<file path="src/hw/ex_pkg.sv">
`default_nettype none

package ex_pkg;

    localparam int DATA_W           = 32;
    localparam int REG_ADDR_W       = 5;
    localparam int EXC_W            = 32;
    localparam int EXC_OVERFLOW_BIT = 29;

    typedef logic [DATA_W-1:0]     word_t;
    typedef logic [REG_ADDR_W-1:0] reg_addr_t;
    typedef logic [7:0]            aluop_t;

    localparam reg_addr_t LINK_REG    = 5'd31;
    localparam word_t     LINK_OFFSET = 32'd8;  // Past the delay slot.

    localparam aluop_t ALUOP_NOP    = 8'h00;
    localparam aluop_t ALUOP_ADD    = 8'h01;
    localparam aluop_t ALUOP_ADDI   = 8'h02;
    localparam aluop_t ALUOP_ADDU   = 8'h03;
    localparam aluop_t ALUOP_ADDIU  = 8'h04;
    localparam aluop_t ALUOP_SUB    = 8'h05;
    localparam aluop_t ALUOP_SUBU   = 8'h06;
    localparam aluop_t ALUOP_SLT    = 8'h07;
    localparam aluop_t ALUOP_SLTI   = 8'h08;
    localparam aluop_t ALUOP_SLTU   = 8'h09;
    localparam aluop_t ALUOP_SLTIU  = 8'h0a;
    localparam aluop_t ALUOP_AND    = 8'h10;
    localparam aluop_t ALUOP_ANDI   = 8'h11;
    localparam aluop_t ALUOP_LUI    = 8'h12;
    localparam aluop_t ALUOP_NOR    = 8'h13;
    localparam aluop_t ALUOP_OR     = 8'h14;
    localparam aluop_t ALUOP_ORI    = 8'h15;
    localparam aluop_t ALUOP_XOR    = 8'h16;
    localparam aluop_t ALUOP_XORI   = 8'h17;
    localparam aluop_t ALUOP_SLL    = 8'h20;
    localparam aluop_t ALUOP_SLLV   = 8'h21;
    localparam aluop_t ALUOP_SRA    = 8'h22;
    localparam aluop_t ALUOP_SRAV   = 8'h23;
    localparam aluop_t ALUOP_SRL    = 8'h24;
    localparam aluop_t ALUOP_SRLV   = 8'h25;
    localparam aluop_t ALUOP_JAL    = 8'h30;
    localparam aluop_t ALUOP_JALR   = 8'h31;
    localparam aluop_t ALUOP_BGEZAL = 8'h32;
    localparam aluop_t ALUOP_BLTZAL = 8'h33;
    localparam aluop_t ALUOP_MFHI   = 8'h40;
    localparam aluop_t ALUOP_MFLO   = 8'h41;
    localparam aluop_t ALUOP_MTHI   = 8'h42;
    localparam aluop_t ALUOP_MTLO   = 8'h43;
    localparam aluop_t ALUOP_MULT   = 8'h44;
    localparam aluop_t ALUOP_MULTU  = 8'h45;
    localparam aluop_t ALUOP_LB     = 8'h50;
    localparam aluop_t ALUOP_LBU    = 8'h51;
    localparam aluop_t ALUOP_LH     = 8'h52;
    localparam aluop_t ALUOP_LHU    = 8'h53;
    localparam aluop_t ALUOP_LW     = 8'h54;
    localparam aluop_t ALUOP_SB     = 8'h58;
    localparam aluop_t ALUOP_SH     = 8'h59;
    localparam aluop_t ALUOP_SW     = 8'h5a;

    typedef struct packed {
        logic regfile_we;
        logic ram_we;
        logic hi_we;
        logic lo_we;
        logic mem_to_reg;
        logic in_delayslot;
    } ex_ctrl_t;

    typedef struct packed {
        word_t             pc;
        aluop_t            aluop;
        word_t             rs_data;
        word_t             rt_data;
        logic [15:0]       imm16;
        logic [4:0]        shamt;
        reg_addr_t         rd_addr;
        ex_ctrl_t          ctrl;
        logic [EXC_W-1:0]  exc;
    } ex_in_t;

    // HI/LO write from a later stage.
    typedef struct packed {
        logic  hi_we;
        word_t hi_data;
        logic  lo_we;
        word_t lo_data;
    } hilo_bypass_t;

    typedef struct packed {
        word_t             pc;
        aluop_t            aluop;
        ex_ctrl_t          ctrl;
        reg_addr_t         rd_addr;
        word_t             alu_data;
        word_t             ram_wdata;
        word_t             hi_wdata;
        word_t             lo_wdata;
        logic [EXC_W-1:0]  exc;
    } ex_out_t;

endpackage

`default_nettype wire

</file>
<file path="src/hw/ex_result_reg.sv">
`timescale 1ns/100ps
`default_nettype none

module ex_result_reg (
    input  logic                         clk,
    input  logic                         rst_i,
    input  ex_pkg::ex_in_t               ex_in_i,
    input  ex_pkg::word_t                alu_result_i,
    input  logic                         overflow_i,
    input  logic [2*ex_pkg::DATA_W-1:0]  hilo_wdata_i,
    output ex_pkg::ex_out_t              ex_out_o
);

    import ex_pkg::*;

    reg_addr_t        rd_addr_next;
    logic [EXC_W-1:0] exc_next;

    always_comb begin
        if (overflow_i) begin
            rd_addr_next = '0;  // Trapped result goes nowhere.
        end else if (ex_in_i.aluop == ALUOP_JAL
                  || ex_in_i.aluop == ALUOP_BGEZAL
                  || ex_in_i.aluop == ALUOP_BLTZAL) begin
            rd_addr_next = LINK_REG;
        end else begin
            rd_addr_next = ex_in_i.rd_addr;  // JALR names its own rd.
        end
    end

    always_comb begin
        exc_next                   = ex_in_i.exc;
        exc_next[EXC_OVERFLOW_BIT] = overflow_i;
    end

    always_ff @(posedge clk) begin
        if (rst_i) begin
            ex_out_o <= '0;
        end else begin
            ex_out_o.pc        <= ex_in_i.pc;
            ex_out_o.aluop     <= ex_in_i.aluop;
            ex_out_o.ctrl      <= ex_in_i.ctrl;
            ex_out_o.rd_addr   <= rd_addr_next;
            ex_out_o.alu_data  <= alu_result_i;
            ex_out_o.ram_wdata <= ex_in_i.rt_data;  // Store data.
            ex_out_o.hi_wdata  <= hilo_wdata_i[2*DATA_W-1:DATA_W];
            ex_out_o.lo_wdata  <= hilo_wdata_i[DATA_W-1:0];
            ex_out_o.exc       <= exc_next;
        end
    end

    reset_clears_ctrl: assert property (
        @(posedge clk) rst_i |=> (ex_out_o.ctrl == '0)
    );

    // A trapped instruction never targets a live register.
    overflow_kills_write: assert property (
        @(posedge clk) disable iff (rst_i)
        ex_out_o.exc[EXC_OVERFLOW_BIT] |-> (ex_out_o.rd_addr == '0)
    );

endmodule

`default_nettype wire

</file>
<file path="config.mk">
export PLATFORM = sky130hd
export DESIGN_NAME = ex_result_reg
export DESIGN_NICKNAME = d
export VERILOG_FILES = /design/src/hw/ex_pkg.sv /design/src/hw/ex_result_reg.sv
export SDC_FILE = /design/constraint.sdc
export NUM_CORES = 1
export LEC_CHECK = 0
export ABC_AREA = 1
export BUFFER_PORTS_ARGS = -buffer_cell sky130_fd_sc_hd__buf_2
export CORE_AREA = 2 2 184 186
export DETAILED_ROUTE_END_ITERATION = 7
export DIE_AREA = 0 0 186 188
export SLEW_MARGIN = 0
export SYNTH_ARGS = -nofsm -noshare
export SYNTH_HDL_FRONTEND = slang
export SYNTH_SLANG_ARGS = --single-unit
</file>
<file path="constraint.sdc">
create_clock -name clk -period 1 [get_ports clk]
set_clock_uncertainty 0.15 [all_clocks]
set_input_delay 0.1 -clock clk [delete_from_list [all_inputs] [get_ports clk]]
set_output_delay 0.1 -clock clk [all_outputs]
set_load 0.02 [all_outputs]
</file>
======== Word-level counts from Yosys, hierarchy flattened ========
Cells that the tools add are included.
Widths: inputs -> output; s select.
operators by class
  multiplexer cells ....................... 1
  reduce and logical (&&, ||, !) cells .... 3
  equality and inequality tests ........... 3
operator list
  kind                count
  $eq 8x6->1 const B  3
  $mux 5              1
  $logic_or 1x1->1    2
  $reduce_or 2->1     1
storage, ports and cells
  bits of input ports ..................... 267
  output and inout port bits .............. 211
  word-level logic and storage cells ...... 21
  register bits ........................... 211

======== Depth between registers and ports, before layout ========
  depth in word-level cells ............... 4
  mapped depth ............................ 6
  depth with buffers taken out ............ 6

======== Worst setup path before layout ========
No wires, ideal clock.
  path kind ............................... in2reg
  start ................................... input port rst_i
  end ..................................... register ex_out_o[100] (netlist name)
  path slack .............................. 0.154 ns
  library setup time ...................... 0.112 ns
  data arrival time ....................... 0.584 ns
  required time ........................... 0.738 ns
  buffers on the path ..................... 3
  stages on the path ...................... 4
  path through ............................ buf_2 > buf_6 > buf_6 > nor2_1
RTL lines
  element      line                 source
  from (decl)  ex_result_reg.sv:6   input logic rst_i,
  to (decl)    ex_result_reg.sv:11  output ex_pkg::ex_out_t ex_out_o
No word-level cell between the ends.

======== Worst setup path after layout ========
  start ................................... register ex_out_o[28] (netlist name)
  end ..................................... output port ex_out_o[28] (netlist name)
No word-level cell between the ends.

==> metrics <==
PD cells 1653 nW/um^2; Wirelength per Cell 13.69 um; critical path endpoint category output pin; DRT iter0 DRCs 129; Slew @ Worst Pin 0.2738 ns; worst hold stages 4; final WL 24.42 mm; post-synth top area share 0.6968; power consumption 22.04 mW; WP buf/inv 1; CTS Buf Count 24; RSZ-0062 raised after global routing yes; Final nets 1,583; top post-synthesis cells by area dfxtp_1 (70%), nor2_1 (13%), inv_1 (13%); Cell Rows 67; total gr overflow 0; Max Cap Viol 0; Cell Chain, Critical Path buf_6; post-synth top area cell dfxtp_1; Synthesized Nets 932; status finished with violations; pin count of the biggest net entering global routing 52; post-route setup slack -0.2579 ns; layout cells sized above 1 0.5176; Top reg by flops ex_out_o; initial core utilization 0.1831; Final setup violation count 214; Largest regs ex_out_o: 211 flops; post-synthesis cell area 6062 um^2; final antenna-violating net count 0; clk root buf clkbuf_16; TritonCTS clock tree done; max_slew headroom 0.8169; # placed instances 1,523; CP startpoint kind register; leakage dissipation 6.907 nW; IO buf count 423; # H-tree levels 1; number of fillers in the final layout 2,919; Hold Vio Cnt, Final 0; GRT Util Overall 0.1258; Core Box Area 33,110 um^2; post-CTS repair timing setup buffer count 0; VDD IR max 0.001594 V; Clock Path Buffers 3; full die area 34,970 um^2; Area growth, synth to finish 119.9%; # DRC 0; post-layout min period 1.258 ns; fmax 0.7950 GHz; syn_area_per_cell 9.116 um^2; die width 186 um; Arr. time, crit path 1.01 ns; Worst-path clk slew 0.06 ns; DR vias 6,359; vias in the first global route 6,876; Pins Over Slew Limit 0; routability congestion estimate 0.7462; HPWL reported at the end of detailed placement 13.23 mm; Endpoint, Worst Hold ex_out_o[169]$_SDFF_PP0_; critical path's slowest cell dfxtp_4; Non-Filler Instances 1,784; fin crit share 1.258; post-synthesis sequential area ratio 0.6968; CP Class reg2out; post-synth cell types 8; via/cell ratio 3.564; crit-path max cell delay 0.36 ns; FF+latch count, synth 211; 1st-pass router iterations 4; Sink Count 211; DP Worst Slack 0.02455 ns; HP Start rst_i; Die Ht 188 um; CP top delay family flip-flops; CP Max Fanout 1; first-pass GRT wire length 34.37 mm; Largest register FFs 211; HP Class in2reg; Synth warnings 0; failing checks setup timing; initial antenna violation count 3; Worst Path Required 0.75 ns; IO Pins 478; Mapped Cells 665
[synth_stat cells (all sizes together)]
cell type and n:
or2 1, inv 207, buf 23, dfxtp 211
nand2 4, nor2 219
[through the flow]
step | hold WS, ns | area (um^2) | setup TNS, ns | utilization
after floorplan | 0.05697 | 6062 | 0 | -
after detailed placement | 0.1553 | 8643 | 0 | 0.2610
final | 0.1032 | 13330 | -43.89 | 0.4026
after global routing | 0.1215 | 13330 | -51.51 | 0.4026
after global placement | 0.1475 | 8643 | 0 | 0.2610
after CTS | 0.1269 | 13210 | -50.57 | 0.3989
[power by group]
| group | total [mW] | internal (mW) | switching (mW) |
|---|---|---|---|
| Sequential | 9.18 | 8.95 | 0.225 |
| Combinational | 3.37 | 1.88 | 1.48 |
| Clock | 9.49 | 5.97 | 3.53 |
| Total | 22.0 | 16.8 | 5.24 |
[placed cells by master, fill, tap and decap left out]
cell	n
nor2_1	215
dlygate4sd3_1	212
buf_6	212
buf_2	211
dfxtp_2	210
inv_1	207
clkbuf_16	27
buf_4	6
clkbuf_8	5
clkbuf_1	4
clkinv_2	4
bufinv_16	4
diode_2	3
nor2_2	3
nand2_1	3
buf_16	3
or2_1	1
nand2_2	1
nor2_4	1
inv_8	1
dfxtp_4	1
dlymetal6s4s_1	1
buf_12	1
[final cells by class]
cell class	instances	area, um^2	share of cell area
Sequential cell	211	4491	0.3368
Clock inverter	9	151.4	0.01136
Timing Repair Buffer	648	5776	0.4332
Tap cell	448	560.5	0.04204
Clock buffer	34	709.4	0.05321
Multi-Input combinational cell	224	860.8	0.06456
Inverter	207	777.0	0.05828
Antenna cell	3	7.507	0.0005631
[cell families after synthesis]
family                 count (synthesis)  share of synthesized area
buffers and inverters                230                     0.1637
DFF                                  211                     0.6968
and+or+nand+nor                      224                     0.1395
[what timing repair did]
action / in CTS / in global routing
endpoints found under the hold margin: 211 / 3
hold buffers: 212 / 1
pin swaps: 0 / 2
endpoints found under the setup margin: 211 / 314
cloned: 0 / 2
gates resized for setup: 632 / 14
[layer usage]
layer,track usage,routed length (um),up-vias,part of all wire
met5,0,0,-,0
met4,0.06329,929,0,0.038
met3,0.04506,2524,66,0.10
met2,0.2379,12210,345,0.50
met1,0.1168,8754,2850,0.36
li1,-,-,3098,-
[worst max path at each step]
stage	start	endpoint	slack, ns	cells after the start
after floorplan	rst_i	ex_out_o[100]$_SDFF_PP0_	0.15	4
after global placement	ex_in_i[135]	ex_out_o[163]$_SDFF_PP0_	0.02	6
after detailed placement	ex_in_i[131]	ex_out_o[164]$_SDFF_PP0_	0.02	6
after CTS	ex_out_o[28]$_SDFF_PP0_	ex_out_o[28]	-0.30	1
after global routing	ex_out_o[28]$_SDFF_PP0_	ex_out_o[28]	-0.29	1
final	ex_out_o[28]$_SDFF_PP0_	ex_out_o[28]	-0.26	1
(Power assumes the default switching activity.)
