File: config.mk
export PLATFORM = sky130hd
export DESIGN_NAME = ex_hilo_forward
export DESIGN_NICKNAME = d
export VERILOG_FILES = /design/src/hw/ex_pkg.sv /design/src/hw/ex_hilo_forward.sv
export SDC_FILE = /design/constraint.sdc
export NUM_CORES = 1
export LEC_CHECK = 0
export BUFFER_PORTS_ARGS = -buffer_cell sky130_fd_sc_hd__clkbuf_2
export CORE_AREA = 2 2 75 77
export DETAILED_ROUTE_END_ITERATION = 8
export DIE_AREA = 0 0 77 79
export GPL_TIMING_DRIVEN = 0
export PLACE_DENSITY = 0.8
export RECOVER_POWER = 50
export SYNTH_ARGS = -nofsm -noshare
export SYNTH_HDL_FRONTEND = slang
export SYNTH_SLANG_ARGS = --single-unit
File: constraint.sdc
create_clock -name vclk -period 2.3
set_input_delay 0.23 -clock vclk [all_inputs]
set_output_delay 0.23 -clock vclk [all_outputs]
set_load 0.05 [all_outputs]
File: src/hw/ex_pkg.sv
`default_nettype none

package ex_pkg;

    localparam int DATA_W           = 32;
    localparam int REG_ADDR_W       = 5;
    localparam int EXC_W            = 32;
    localparam int EXC_OVERFLOW_BIT = 29;

    typedef logic [DATA_W-1:0]     word_t;
    typedef logic [REG_ADDR_W-1:0] reg_addr_t;
    typedef logic [7:0]            aluop_t;

    localparam reg_addr_t LINK_REG    = 5'd31;
    localparam word_t     LINK_OFFSET = 32'd8;  // Past the delay slot.

    localparam aluop_t ALUOP_NOP    = 8'h00;
    localparam aluop_t ALUOP_ADD    = 8'h01;
    localparam aluop_t ALUOP_ADDI   = 8'h02;
    localparam aluop_t ALUOP_ADDU   = 8'h03;
    localparam aluop_t ALUOP_ADDIU  = 8'h04;
    localparam aluop_t ALUOP_SUB    = 8'h05;
    localparam aluop_t ALUOP_SUBU   = 8'h06;
    localparam aluop_t ALUOP_SLT    = 8'h07;
    localparam aluop_t ALUOP_SLTI   = 8'h08;
    localparam aluop_t ALUOP_SLTU   = 8'h09;
    localparam aluop_t ALUOP_SLTIU  = 8'h0a;
    localparam aluop_t ALUOP_AND    = 8'h10;
    localparam aluop_t ALUOP_ANDI   = 8'h11;
    localparam aluop_t ALUOP_LUI    = 8'h12;
    localparam aluop_t ALUOP_NOR    = 8'h13;
    localparam aluop_t ALUOP_OR     = 8'h14;
    localparam aluop_t ALUOP_ORI    = 8'h15;
    localparam aluop_t ALUOP_XOR    = 8'h16;
    localparam aluop_t ALUOP_XORI   = 8'h17;
    localparam aluop_t ALUOP_SLL    = 8'h20;
    localparam aluop_t ALUOP_SLLV   = 8'h21;
    localparam aluop_t ALUOP_SRA    = 8'h22;
    localparam aluop_t ALUOP_SRAV   = 8'h23;
    localparam aluop_t ALUOP_SRL    = 8'h24;
    localparam aluop_t ALUOP_SRLV   = 8'h25;
    localparam aluop_t ALUOP_JAL    = 8'h30;
    localparam aluop_t ALUOP_JALR   = 8'h31;
    localparam aluop_t ALUOP_BGEZAL = 8'h32;
    localparam aluop_t ALUOP_BLTZAL = 8'h33;
    localparam aluop_t ALUOP_MFHI   = 8'h40;
    localparam aluop_t ALUOP_MFLO   = 8'h41;
    localparam aluop_t ALUOP_MTHI   = 8'h42;
    localparam aluop_t ALUOP_MTLO   = 8'h43;
    localparam aluop_t ALUOP_MULT   = 8'h44;
    localparam aluop_t ALUOP_MULTU  = 8'h45;
    localparam aluop_t ALUOP_LB     = 8'h50;
    localparam aluop_t ALUOP_LBU    = 8'h51;
    localparam aluop_t ALUOP_LH     = 8'h52;
    localparam aluop_t ALUOP_LHU    = 8'h53;
    localparam aluop_t ALUOP_LW     = 8'h54;
    localparam aluop_t ALUOP_SB     = 8'h58;
    localparam aluop_t ALUOP_SH     = 8'h59;
    localparam aluop_t ALUOP_SW     = 8'h5a;

    typedef struct packed {
        logic regfile_we;
        logic ram_we;
        logic hi_we;
        logic lo_we;
        logic mem_to_reg;
        logic in_delayslot;
    } ex_ctrl_t;

    typedef struct packed {
        word_t             pc;
        aluop_t            aluop;
        word_t             rs_data;
        word_t             rt_data;
        logic [15:0]       imm16;
        logic [4:0]        shamt;
        reg_addr_t         rd_addr;
        ex_ctrl_t          ctrl;
        logic [EXC_W-1:0]  exc;
    } ex_in_t;

    // HI/LO write from a later stage.
    typedef struct packed {
        logic  hi_we;
        word_t hi_data;
        logic  lo_we;
        word_t lo_data;
    } hilo_bypass_t;

    typedef struct packed {
        word_t             pc;
        aluop_t            aluop;
        ex_ctrl_t          ctrl;
        reg_addr_t         rd_addr;
        word_t             alu_data;
        word_t             ram_wdata;
        word_t             hi_wdata;
        word_t             lo_wdata;
        logic [EXC_W-1:0]  exc;
    } ex_out_t;

endpackage

`default_nettype wire

File: src/hw/ex_hilo_forward.sv
`timescale 1ns/100ps
`default_nettype none

module ex_hilo_forward (
    input  ex_pkg::word_t        hilo_data_i,
    input  logic                 read_hi_i,
    input  ex_pkg::hilo_bypass_t mem_bypass_i,
    input  ex_pkg::hilo_bypass_t wb_bypass_i,
    output ex_pkg::word_t        hilo_fwd_o
);

    // Memory stage is younger, so it wins over writeback.
    always_comb begin
        if (read_hi_i) begin
            if (mem_bypass_i.hi_we) begin
                hilo_fwd_o = mem_bypass_i.hi_data;
            end else if (wb_bypass_i.hi_we) begin
                hilo_fwd_o = wb_bypass_i.hi_data;
            end else begin
                hilo_fwd_o = hilo_data_i;
            end
        end else begin
            if (mem_bypass_i.lo_we) begin
                hilo_fwd_o = mem_bypass_i.lo_data;
            end else if (wb_bypass_i.lo_we) begin
                hilo_fwd_o = wb_bypass_i.lo_data;
            end else begin
                hilo_fwd_o = hilo_data_i;  // Register file.
            end
        end
    end

endmodule

`default_nettype wire

### After elaboration in Yosys (flattened, before gate mapping)

Cells that the tools add are included.

* flip-flop bits (word level): 0
* input bits: 165
* output and inout bits: 32
* logic and storage cells: 5

* multiplexer cells: 5

Operators with widths (count)
* two-way mux 32 bit: 5

### Logic depth before layout (Yosys ltp)

Gate-level depths: netlist of the first run.

* depth after elaboration: 3
* mapped depth: 5
* depth with buffers taken out: 3

### Worst setup path after synthesis of the first run

No wires, ideal clock.

* path kind: input port to output port
* from: in mem_bypass_i[65] in the netlist's numbering
* to: out hilo_fwd_o[23]
* arrival time: 1.567 ns
* data required time: 2.070 ns
* path slack: 0.503 ns
* stages on the path: 5
* cells stage by stage: buf_2 inv_1 clkbuf_1 o21ai_0 o22ai_1

* word-level cells in the longest chain between the ends: 2

RTL lines
* start: declaration: line ex_hilo_forward.sv:7 `input ex_pkg::hilo_bypass_t mem_bypass_i,`
* two-way mux 32 bit: line ex_hilo_forward.sv:15 `if (mem_bypass_i.hi_we) begin`
* two-way mux 32 bit: line ex_hilo_forward.sv:14 `if (read_hi_i) begin`
* end: declaration: line ex_hilo_forward.sv:9 `output ex_pkg::word_t hilo_fwd_o`

Every way passes these cells.

### Worst setup path in the final report of the first run

* from: in mem_bypass_i[65] in the netlist's numbering
* to: out hilo_fwd_o[2]

The elaborated chain is that of the path after synthesis.

==> results by group, run 1 <==
CTS
  – Postcts setup bufs: 0
  – Post-cts sizing count: 0
  – CTS Hold Bufs: 0

Cells and area
  – # clk buffers: 0
  – Seq. cell area: 0 um2
  – Post-layout nets: 581
  – Ant diodes: 0
  – Final instance area: 2826 um2
  – Share of cells above drive strength 1: 54.35%
  – Seq cells: 0
  – Post-Layout Cell Count: 486
  – Syn-to-layout area delta: 57.42%

Placement
  – GPL Wtd Cong: 0.8736
  – Port Buf Inserts: 192
  – Dpl cells: 486
  – Placed instance area: 2846 um2
  – Hpwl dp: 6.303 mm

Floorplan
  – Row count: 27
  – Initial core utilization: 33.64%
  – Die X: 77 um
  – Die area: 6083 um2
  – Chip Height: 79 um
  – I/O pin total: 197
  – Core area: 5338 um2

Power
  – Static Leak: 1.489 nW
  – Total power: 0.0007517 W
  – PwrDens: 266.0 nW/um2
  – Worst VDD drop: 0.1261 mV

Worst setup path
  – Crit path launch type: input port
  – Setup CP Type: input port to primary output
  – Worst Path Required: 2.07 ns
  – CP Max Fanout: 10
  – Data arrival, critical path: 1.72 ns
  – Worst setup EP type: primary output

Route
  – DRC: 0
  – Via-to-Cell Ratio: 5.276
  – Final ANT Viol Nets: 0
  – DR iter-0 viols: 135
  – Total number of vias: 2,564
  – Routed WL: 7.696 mm
  – WL/cell: 15.84 um
  – First-pass detailed-route iteration total: 4

Min path
  – Hold Path Class: input port to primary output

STA
  – Setup TNS: 0 ns
  – Worst slew pin tran: 0.6404 ns
  – Maximum clock frequency: 511.7 MHz
  – Slew headroom: 57.49%
  – Setup Viol. Count Final: 0
  – Tcrit/Tclk final: 84.96%
  – Fin crit period: 1.954 ns
  – RSZ-0062 raised after global routing: no
  – Slew Viols, Final: 0
  – Final-report hold violation count: 0

Logic synthesis
  – Top post-synthesis cells by area: mux2_4 25%, mux2i_1 18%, a211oi_1 13%, nor2b_1 11%, o22ai_1 11%
  – Avg Inst Size Synth: 8.088 um2
  – Warnings from Yosys: 0
  – Largest area contributor in the netlist: mux2_4
  – Synth cell types: 13
  – Synth Instances: 222
  – Seq/Total Area, Yosys: 0%
  – Top-area cell type share of the netlist area: 25.09%
  – Synthesized area: 1795 um2
  – Syn_nets: 387

Global routing
  – Largest net degree at the start of global routing: 11
  – Number of antenna violations at the first check in global routing: 0
  – First-pass GRT wire length: 11.88 mm
  – GRT Total Usage: 23.13%
  – Number of global-route vias before repair: 2,551
  – Overflow after GRT: 0

Flow run
  – MaxCap Viol Count: 0

Status
  – Status: completed
[worst max-delay path, stage by stage]
cell      delay [ns]
buf_2           0.14
inv_1           0.16
clkbuf_1        0.38
o21ai_0         0.16
o22ai_1         0.13
clkbuf_1        0.52
[where the power goes]
group	leakage [nW]	internal [W]	switching, W
logic	1.49	0.000305	0.000447
clock network	0	0	0
registers	0	0	0
total	1.49	0.000305	0.000447
[metrics by stage]
stage / util [%] / hold WS, ns / worst slack (ns)
after floorplan: - / 0.8895 / 0.5034
after global placement: 53.33 / 0.9660 / 0.4977
after detailed placement: 53.33 / 0.9712 / 0.4869
after CTS: 53.33 / 0.9726 / 0.5017
after global routing: 52.95 / 0.9810 / 0.2802
final: 52.95 / 0.9744 / 0.3459
[layout by cell type, fill, tap and decap left out]
cell type  instances
clkbuf_2         176
mux2i_1           32
nor2b_1           32
a211oi_1          32
o21ai_0           32
o22ai_1           32
mux2_4            30
clkbuf_1          28
buf_2              8
buf_4              4
buf_12             3
buf_6              2
mux2_2             2
inv_1              1
[routing by layer]
metal,share of wire [%],routed length [um],vias to the layer above,global-route usage [%]
met5,0,0,-,0
met3,7.1,543,14,2.500
met1,39,2976,1170,28.01
met4,1.5,117,0,2.500
li1,-,-,1247,-
met2,53,4057,133,45.18
[cells in the mapped netlist (all sizes together)]
library cell,n
a211oi,32
buf,17
clkbuf,12
inv,1
mux2,32
mux2i,32
nor2b,32
o21ai,32
o22ai,32
[final timing paths]
kind | depth (start not counted) | startpoint | end
worst max-delay path | 6 | mem_bypass_i[65] | hilo_fwd_o[2]
worst min-delay path | 4 | mem_bypass_i[56] | hilo_fwd_o[23]
[layout make-up]
class / instances / area, um2
repair buffers: 192 / 940.9
plain buffers: 29 / 197.7
inverters: 1 / 3.754
multi-input cells: 192 / 1594
well taps: 72 / 90.09
fillers: 555 / 2511
[cells by family (layout without fill, tap and decap cells)]
logic type | after synthesis | count (layout) | synth area share, %
compound gates | 96 | 96 | 33.45
mux | 64 | 64 | 44.18
simple gates | 32 | 32 | 11.15
buf+inv | 30 | 222 | 11.22
(Power assumes the default switching activity.)
==> run 2, diff against run 1 <==
--- a/config.mk
+++ b/config.mk
@@ -5,12 +5,12 @@
 export SDC_FILE = /design/constraint.sdc
 export NUM_CORES = 1
 export LEC_CHECK = 0
+export ABC_AREA = 1
 export BUFFER_PORTS_ARGS = -buffer_cell sky130_fd_sc_hd__clkbuf_2
-export CORE_AREA = 2 2 75 77
+export CORE_UTILIZATION = 36
 export DETAILED_ROUTE_END_ITERATION = 8
-export DIE_AREA = 0 0 77 79
 export GPL_TIMING_DRIVEN = 0
-export PLACE_DENSITY = 0.8
+export PLACE_DENSITY = 0.81
 export RECOVER_POWER = 50
 export SYNTH_ARGS = -nofsm -noshare
 export SYNTH_HDL_FRONTEND = slang
==> constraint.sdc (replaced) <==
create_clock -name vclk -period 1.75
set_input_delay 0.175 -clock vclk [all_inputs]
set_output_delay 0.175 -clock vclk [all_outputs]
set_load 0.05 [all_outputs]
==> run 2 against run 1 <==
Compared with the run above: global-route usage rose by 3.3 points; worst setup slack got worse by 0.16 ns; sequential cell count did not move; utilization rose by 2.1 points; critical path type unchanged; count of clock-buffer cells in the layout did not move; die area rose by 6.2%; critical endpoint is now hilo_fwd_o[16].
==> results by group, run 2 <==
CTS
  – Post-cts sizing count: 0
  – Postcts setup bufs: 0
  – CTS Hold Bufs: 0

Cells and area
  – Syn-to-layout area delta: 47.34%
  – Most frequent cells in the layout: 194 x nand2_1, 183 x clkbuf_2, 64 x nand3_1, 64 x nor2_1, 32 x inv_1
  – Ant diodes: 0
  – Final core utilization: 55.05%
  – Leading cell type in the layout, fill and taps excluded: nand2_1
  – Seq cells: 0
  – Post-layout nets: 815
  – Seq. cell area: 0 um2
  – # clk buffers: 0
  – Share of cells above drive strength 1: 43.52%

Placement
  – Hpwl dp: 6.996 mm
  – GPL Wtd Cong: 0.8874
  – Port Buf Inserts: 193

Worst setup path
  – Setup CP Type: input port to primary output
  – Top delay family on crit path: buffers and inverters
  – Critical path buffers and inverters: 4
  – Critical-path cell list: clkbuf_2 -> inv_2 -> buf_4 -> nor2_1 -> nor2_1 -> nand2_1 -> nand2_1 -> clkbuf_1
  – Crit path from: mem_bypass_i[32]
  – Crit path launch type: input port
  – Worst setup EP type: primary output
  – CP Max Fanout: 10
  – Data arrival, critical path: 1.39 ns
  – Slowest cell delay on critical path: 0.46 ns
  – Worst Path Required: 1.57 ns
  – Critical path's slowest cell: clkbuf_1

Flow run
  – MaxCap Viol Count: 0

Logic synthesis
  – Synth Instances: 455
  – Most numerous cell in the Yosys netlist: nand2_1
  – Top-area cell type share of the netlist area: 32.92%
  – Most common library cells after synthesis: 194 x nand2_1, 64 x nand3_1, 64 x nor2_1
  – Syn_nets: 620
  – Largest area contributor in the netlist: nand2_1
  – Synth cell types: 14
  – Warnings from Yosys: 0
  – Top post-synthesis cells by area: nand2_1 33%, nand3_1 14%, a21oi_2 12%, nor2_1 11%, nand2_2 8.5%
  – Avg Inst Size Synth: 4.862 um2
  – Seq/Total Area, Yosys: 0%
  – Synthesized area: 2212 um2

Floorplan
  – Die X: 80.39 um
  – Die area: 6463 um2
  – I/O pin total: 197
  – Chip Height: 80.39 um
  – Initial core utilization: 37.36%
  – Row count: 28
  – Core area: 5921 um2

Power
  – PwrDens: 334.0 nW/um2
  – Static Leak: 2.031 nW
  – Worst VDD drop: 0.2367 mV

Global routing
  – GRT Total Usage: 26.38%
  – Overflow after GRT: 0
  – Largest net degree at the start of global routing: 11
  – Number of global-route vias before repair: 3,234
  – Number of antenna violations at the first check in global routing: 0
  – First-pass GRT wire length: 13.81 mm

STA
  – Final-report hold violation count: 0
  – Setup Viol. Count Final: 0
  – Fin crit period: 1.566 ns
  – Slew headroom: 60.57%
  – Maximum clock frequency: 638.5 MHz
  – Tcrit/Tclk final: 89.50%
  – RSZ-0062 raised after global routing: no
  – Setup TNS: 0 ns
  – Worst slew pin tran: 0.5940 ns
  – Slew Viols, Final: 0

Route
  – Total number of vias: 3,552
  – First-pass detailed-route iteration total: 5
  – Routed WL: 8.876 mm
  – Final ANT Viol Nets: 0
  – DRC: 0
  – DR iter-0 viols: 154
  – Via-to-Cell Ratio: 4.913
  – WL/cell: 12.28 um

Status
  – Status: completed

Min path
  – Hold Path Class: input port to primary output
  – Hold_sp: mem_bypass_i[33]
-- run 2: logic make-up (layout without fill, tap and decap cells) --
group	count (synthesis)	in the layout	synth area share, %
simple gates	352	352	66.74
buf+inv	71	264	20.93
compound gates	32	32	12.33
-- run 2: power by group --
part,internal [W],switching (W)
registers,0,0
clock network,0,0
logic,0.000385,0.000704
-- run 2: final timing paths --
path	endpoint	slack [ns]	cells past startpoint
worst max-delay path	hilo_fwd_o[16]	0.18	8
worst min-delay path	hilo_fwd_o[0]	0.85	6
-- run 2: stage by stage --
stage | power [W] | worst slack, ns | hold slack (ns) | cell area, um2 | cells
after floorplan | 0.0007305 | 0.6100 | 0.7605 | 2212 | 455
after global placement | 0.001080 | 0.3895 | 0.8479 | 3272 | 723
after detailed placement | 0.001088 | 0.3921 | 0.8448 | 3272 | 723
after CTS | 0.001092 | 0.3905 | 0.8483 | 3272 | 723
after global routing | 0.001177 | 0.1432 | 0.8712 | 3259 | 723
final | 0.001089 | 0.1838 | 0.8505 | 3259 | 723
-- run 2: cell type report --
cell class | instances | area (um2)
Tap cell | 75 | 93.84
Buffer | 34 | 311.5
Timing Repair Buffer | 193 | 953.4
Multi-Input combinational cell | 384 | 1749
Fill cell | 652 | 2661
Inverter | 37 | 151.4
-- run 2: per-layer routing --
metal | GRT usage [%] | share of wire (%) | vias up
li1 | - | - | 1783
met1 | 33.07 | 41 | 1549
met2 | 49.32 | 50 | 200
met3 | 0.9091 | 7.6 | 20
met4 | 5.357 | 1.4 | 0
met5 | 0 | 0 | -
-- run 2: worst min-delay path: stages --
cell and delay [ns]:
clkbuf_2 0.08, inv_1 0.04, a21oi_1 0.05, nand2_1 0.06, nand2_1 0.04, clkbuf_2 0.23
==> run 3, diff against run 2 <==
--- a/config.mk
+++ b/config.mk
@@ -7,10 +7,11 @@
 export LEC_CHECK = 0
 export ABC_AREA = 1
 export BUFFER_PORTS_ARGS = -buffer_cell sky130_fd_sc_hd__clkbuf_2
-export CORE_UTILIZATION = 36
+export CELL_PAD_IN_SITES_DETAIL_PLACEMENT = 0
+export CELL_PAD_IN_SITES_GLOBAL_PLACEMENT = 1
+export CORE_UTILIZATION = 21
 export DETAILED_ROUTE_END_ITERATION = 8
-export GPL_TIMING_DRIVEN = 0
-export PLACE_DENSITY = 0.81
+export PLACE_DENSITY_LB_ADDON = 0.1
 export RECOVER_POWER = 50
 export SYNTH_ARGS = -nofsm -noshare
 export SYNTH_HDL_FRONTEND = slang
==> run 3 against run 2 <==
Compared with the run above: fmax up 1.1%; wire length grew 14%; critical endpoint is now hilo_fwd_o[29]; cell count grew 5.7%.
==> results by group, run 3 (same netlist as run 2, synthesis figures left out) <==
Cells and area
  – Post-Layout Cell Count: 764
  – Leading cell type in the layout, fill and taps excluded: nand2_1
  – Final instance area: 3164 um2
  – Seq cells: 0
  – Ant diodes: 0
  – Syn-to-layout area delta: 43.04%
  – Post-layout nets: 795
  – Seq. cell area: 0 um2
  – Share of cells above drive strength 1: 42.68%
  – # clk buffers: 0
  – Most frequent cells in the layout: 194 x nand2_1, 193 x clkbuf_2, 64 x nand3_1, 64 x nor2_1, 32 x inv_1

STA
  – Slew headroom: 60.04%
  – Maximum clock frequency: 645.7 MHz
  – RSZ-0062 raised after global routing: no
  – Worst slew pin tran: 0.6020 ns
  – Setup TNS: 0 ns
  – Setup Viol. Count Final: 0
  – Worst setup margin: 0.2012 ns
  – Tcrit/Tclk final: 88.50%
  – Final-report hold violation count: 0
  – Slew Viols, Final: 0
  – Fin crit period: 1.549 ns

Global routing
  – Number of global-route vias before repair: 3,174
  – Number of antenna violations at the first check in global routing: 0
  – Largest net degree at the start of global routing: 65
  – Overflow after GRT: 0
  – First-pass GRT wire length: 15.98 mm
  – GRT Total Usage: 17.79%

Route
  – Routed WL: 10.09 mm
  – Final ANT Viol Nets: 0
  – DR iter-0 viols: 107
  – Via-to-Cell Ratio: 4.334
  – WL/cell: 13.21 um
  – First-pass detailed-route iteration total: 4
  – DRC: 0
  – Total number of vias: 3,311

Worst setup path
  – Worst Path Required: 1.57 ns
  – Data arrival, critical path: 1.37 ns
  – Worst setup EP type: primary output
  – Setup CP Type: input port to primary output
  – Crit path launch type: input port
  – CP Max Fanout: 64

Flow run
  – MaxCap Viol Count: 0

CTS
  – CTS Hold Bufs: 0
  – Post-cts sizing count: 0
  – Postcts setup bufs: 0

Placement
  – Hpwl dp: 7.470 mm
  – GPL Wtd Cong: 0.7770
  – Worst slack, placed: 0.3617 ns
  – Dpl cells: 764
  – Placed instance area: 3169 um2
  – Port Buf Inserts: 197

Power
  – Worst VDD drop: 0.1113 mV
  – Total power: 0.001055 W
  – Static Leak: 1.945 nW
  – PwrDens: 333.3 nW/um2

Min path
  – Hold Path Class: input port to primary output

Floorplan
  – Core area: 10,280 um2
  – Row count: 37
  – Die area: 10,950 um2
  – Die X: 104.6 um
  – Chip Height: 104.6 um
  – Initial core utilization: 21.52%
  – I/O pin total: 197

Status
  – Status: completed
-- run 3: cell count changes in the layout (fill, tap and decap cells not counted) --
| cell | delta |
|---|---|
| buf_6 | -13 |
| clkbuf_2 | +10 |
| buf_2 | -6 |
| clkbuf_1 | -6 |
| buf_4 | -5 |
| buf_12 | +3 |
| buf_8 | -3 |
-- run 3: critical path, stage by stage --
cell      delay [ns]
clkbuf_2        0.08
inv_2           0.06
buf_12          0.27
nor2_1          0.07
nor2_1          0.09
nand2_1         0.07
nand2_1         0.06
clkbuf_1        0.47
-- run 3: metrics by stage --
stage          util (%)  hold slack [ns]
2_1_floorplan         -           0.7605
3_3_place_gp      30.84           0.8529
3_5_place_dp      30.84           0.8538
4_1_cts           30.84           0.8573
5_1_grt           30.79           0.8754
6_report          30.79           0.8502
-- run 3: final timing paths --
kind,from,endpoint,slack (ns),cells after the start
setup / recovery,mem_bypass_i[32],hilo_fwd_o[29],0.20,8
hold / removal,mem_bypass_i[51],hilo_fwd_o[18],0.85,6
-- run 3: report_power, final --
part | total [W] | switching [W] | leakage, nW | internal [W]
combinational | 0.00105 | 0.000701 | 1.94 | 0.000354
sequential | 0 | 0 | 0 | 0
clock | 0 | 0 | 0 | 0
total | 0.00105 | 0.000701 | 1.94 | 0.000354
-- run 3: area by class of cell --
type,count,area [um2]
well taps,136,170.2
repair buffers,207,1094
inverters,37,151.4
fillers,1292,7113
multi-input cells,384,1749
-- run 3: layer usage --
metal	up-vias	routed length, um	global-route usage, %	share of wire (%)
li1	1740	-	-	-
met1	1444	4468	23.22	44
met2	125	4872	32.36	48
met3	2	722	2.558	7.2
met4	0	29	0.5030	0.29
met5	-	0	0	0
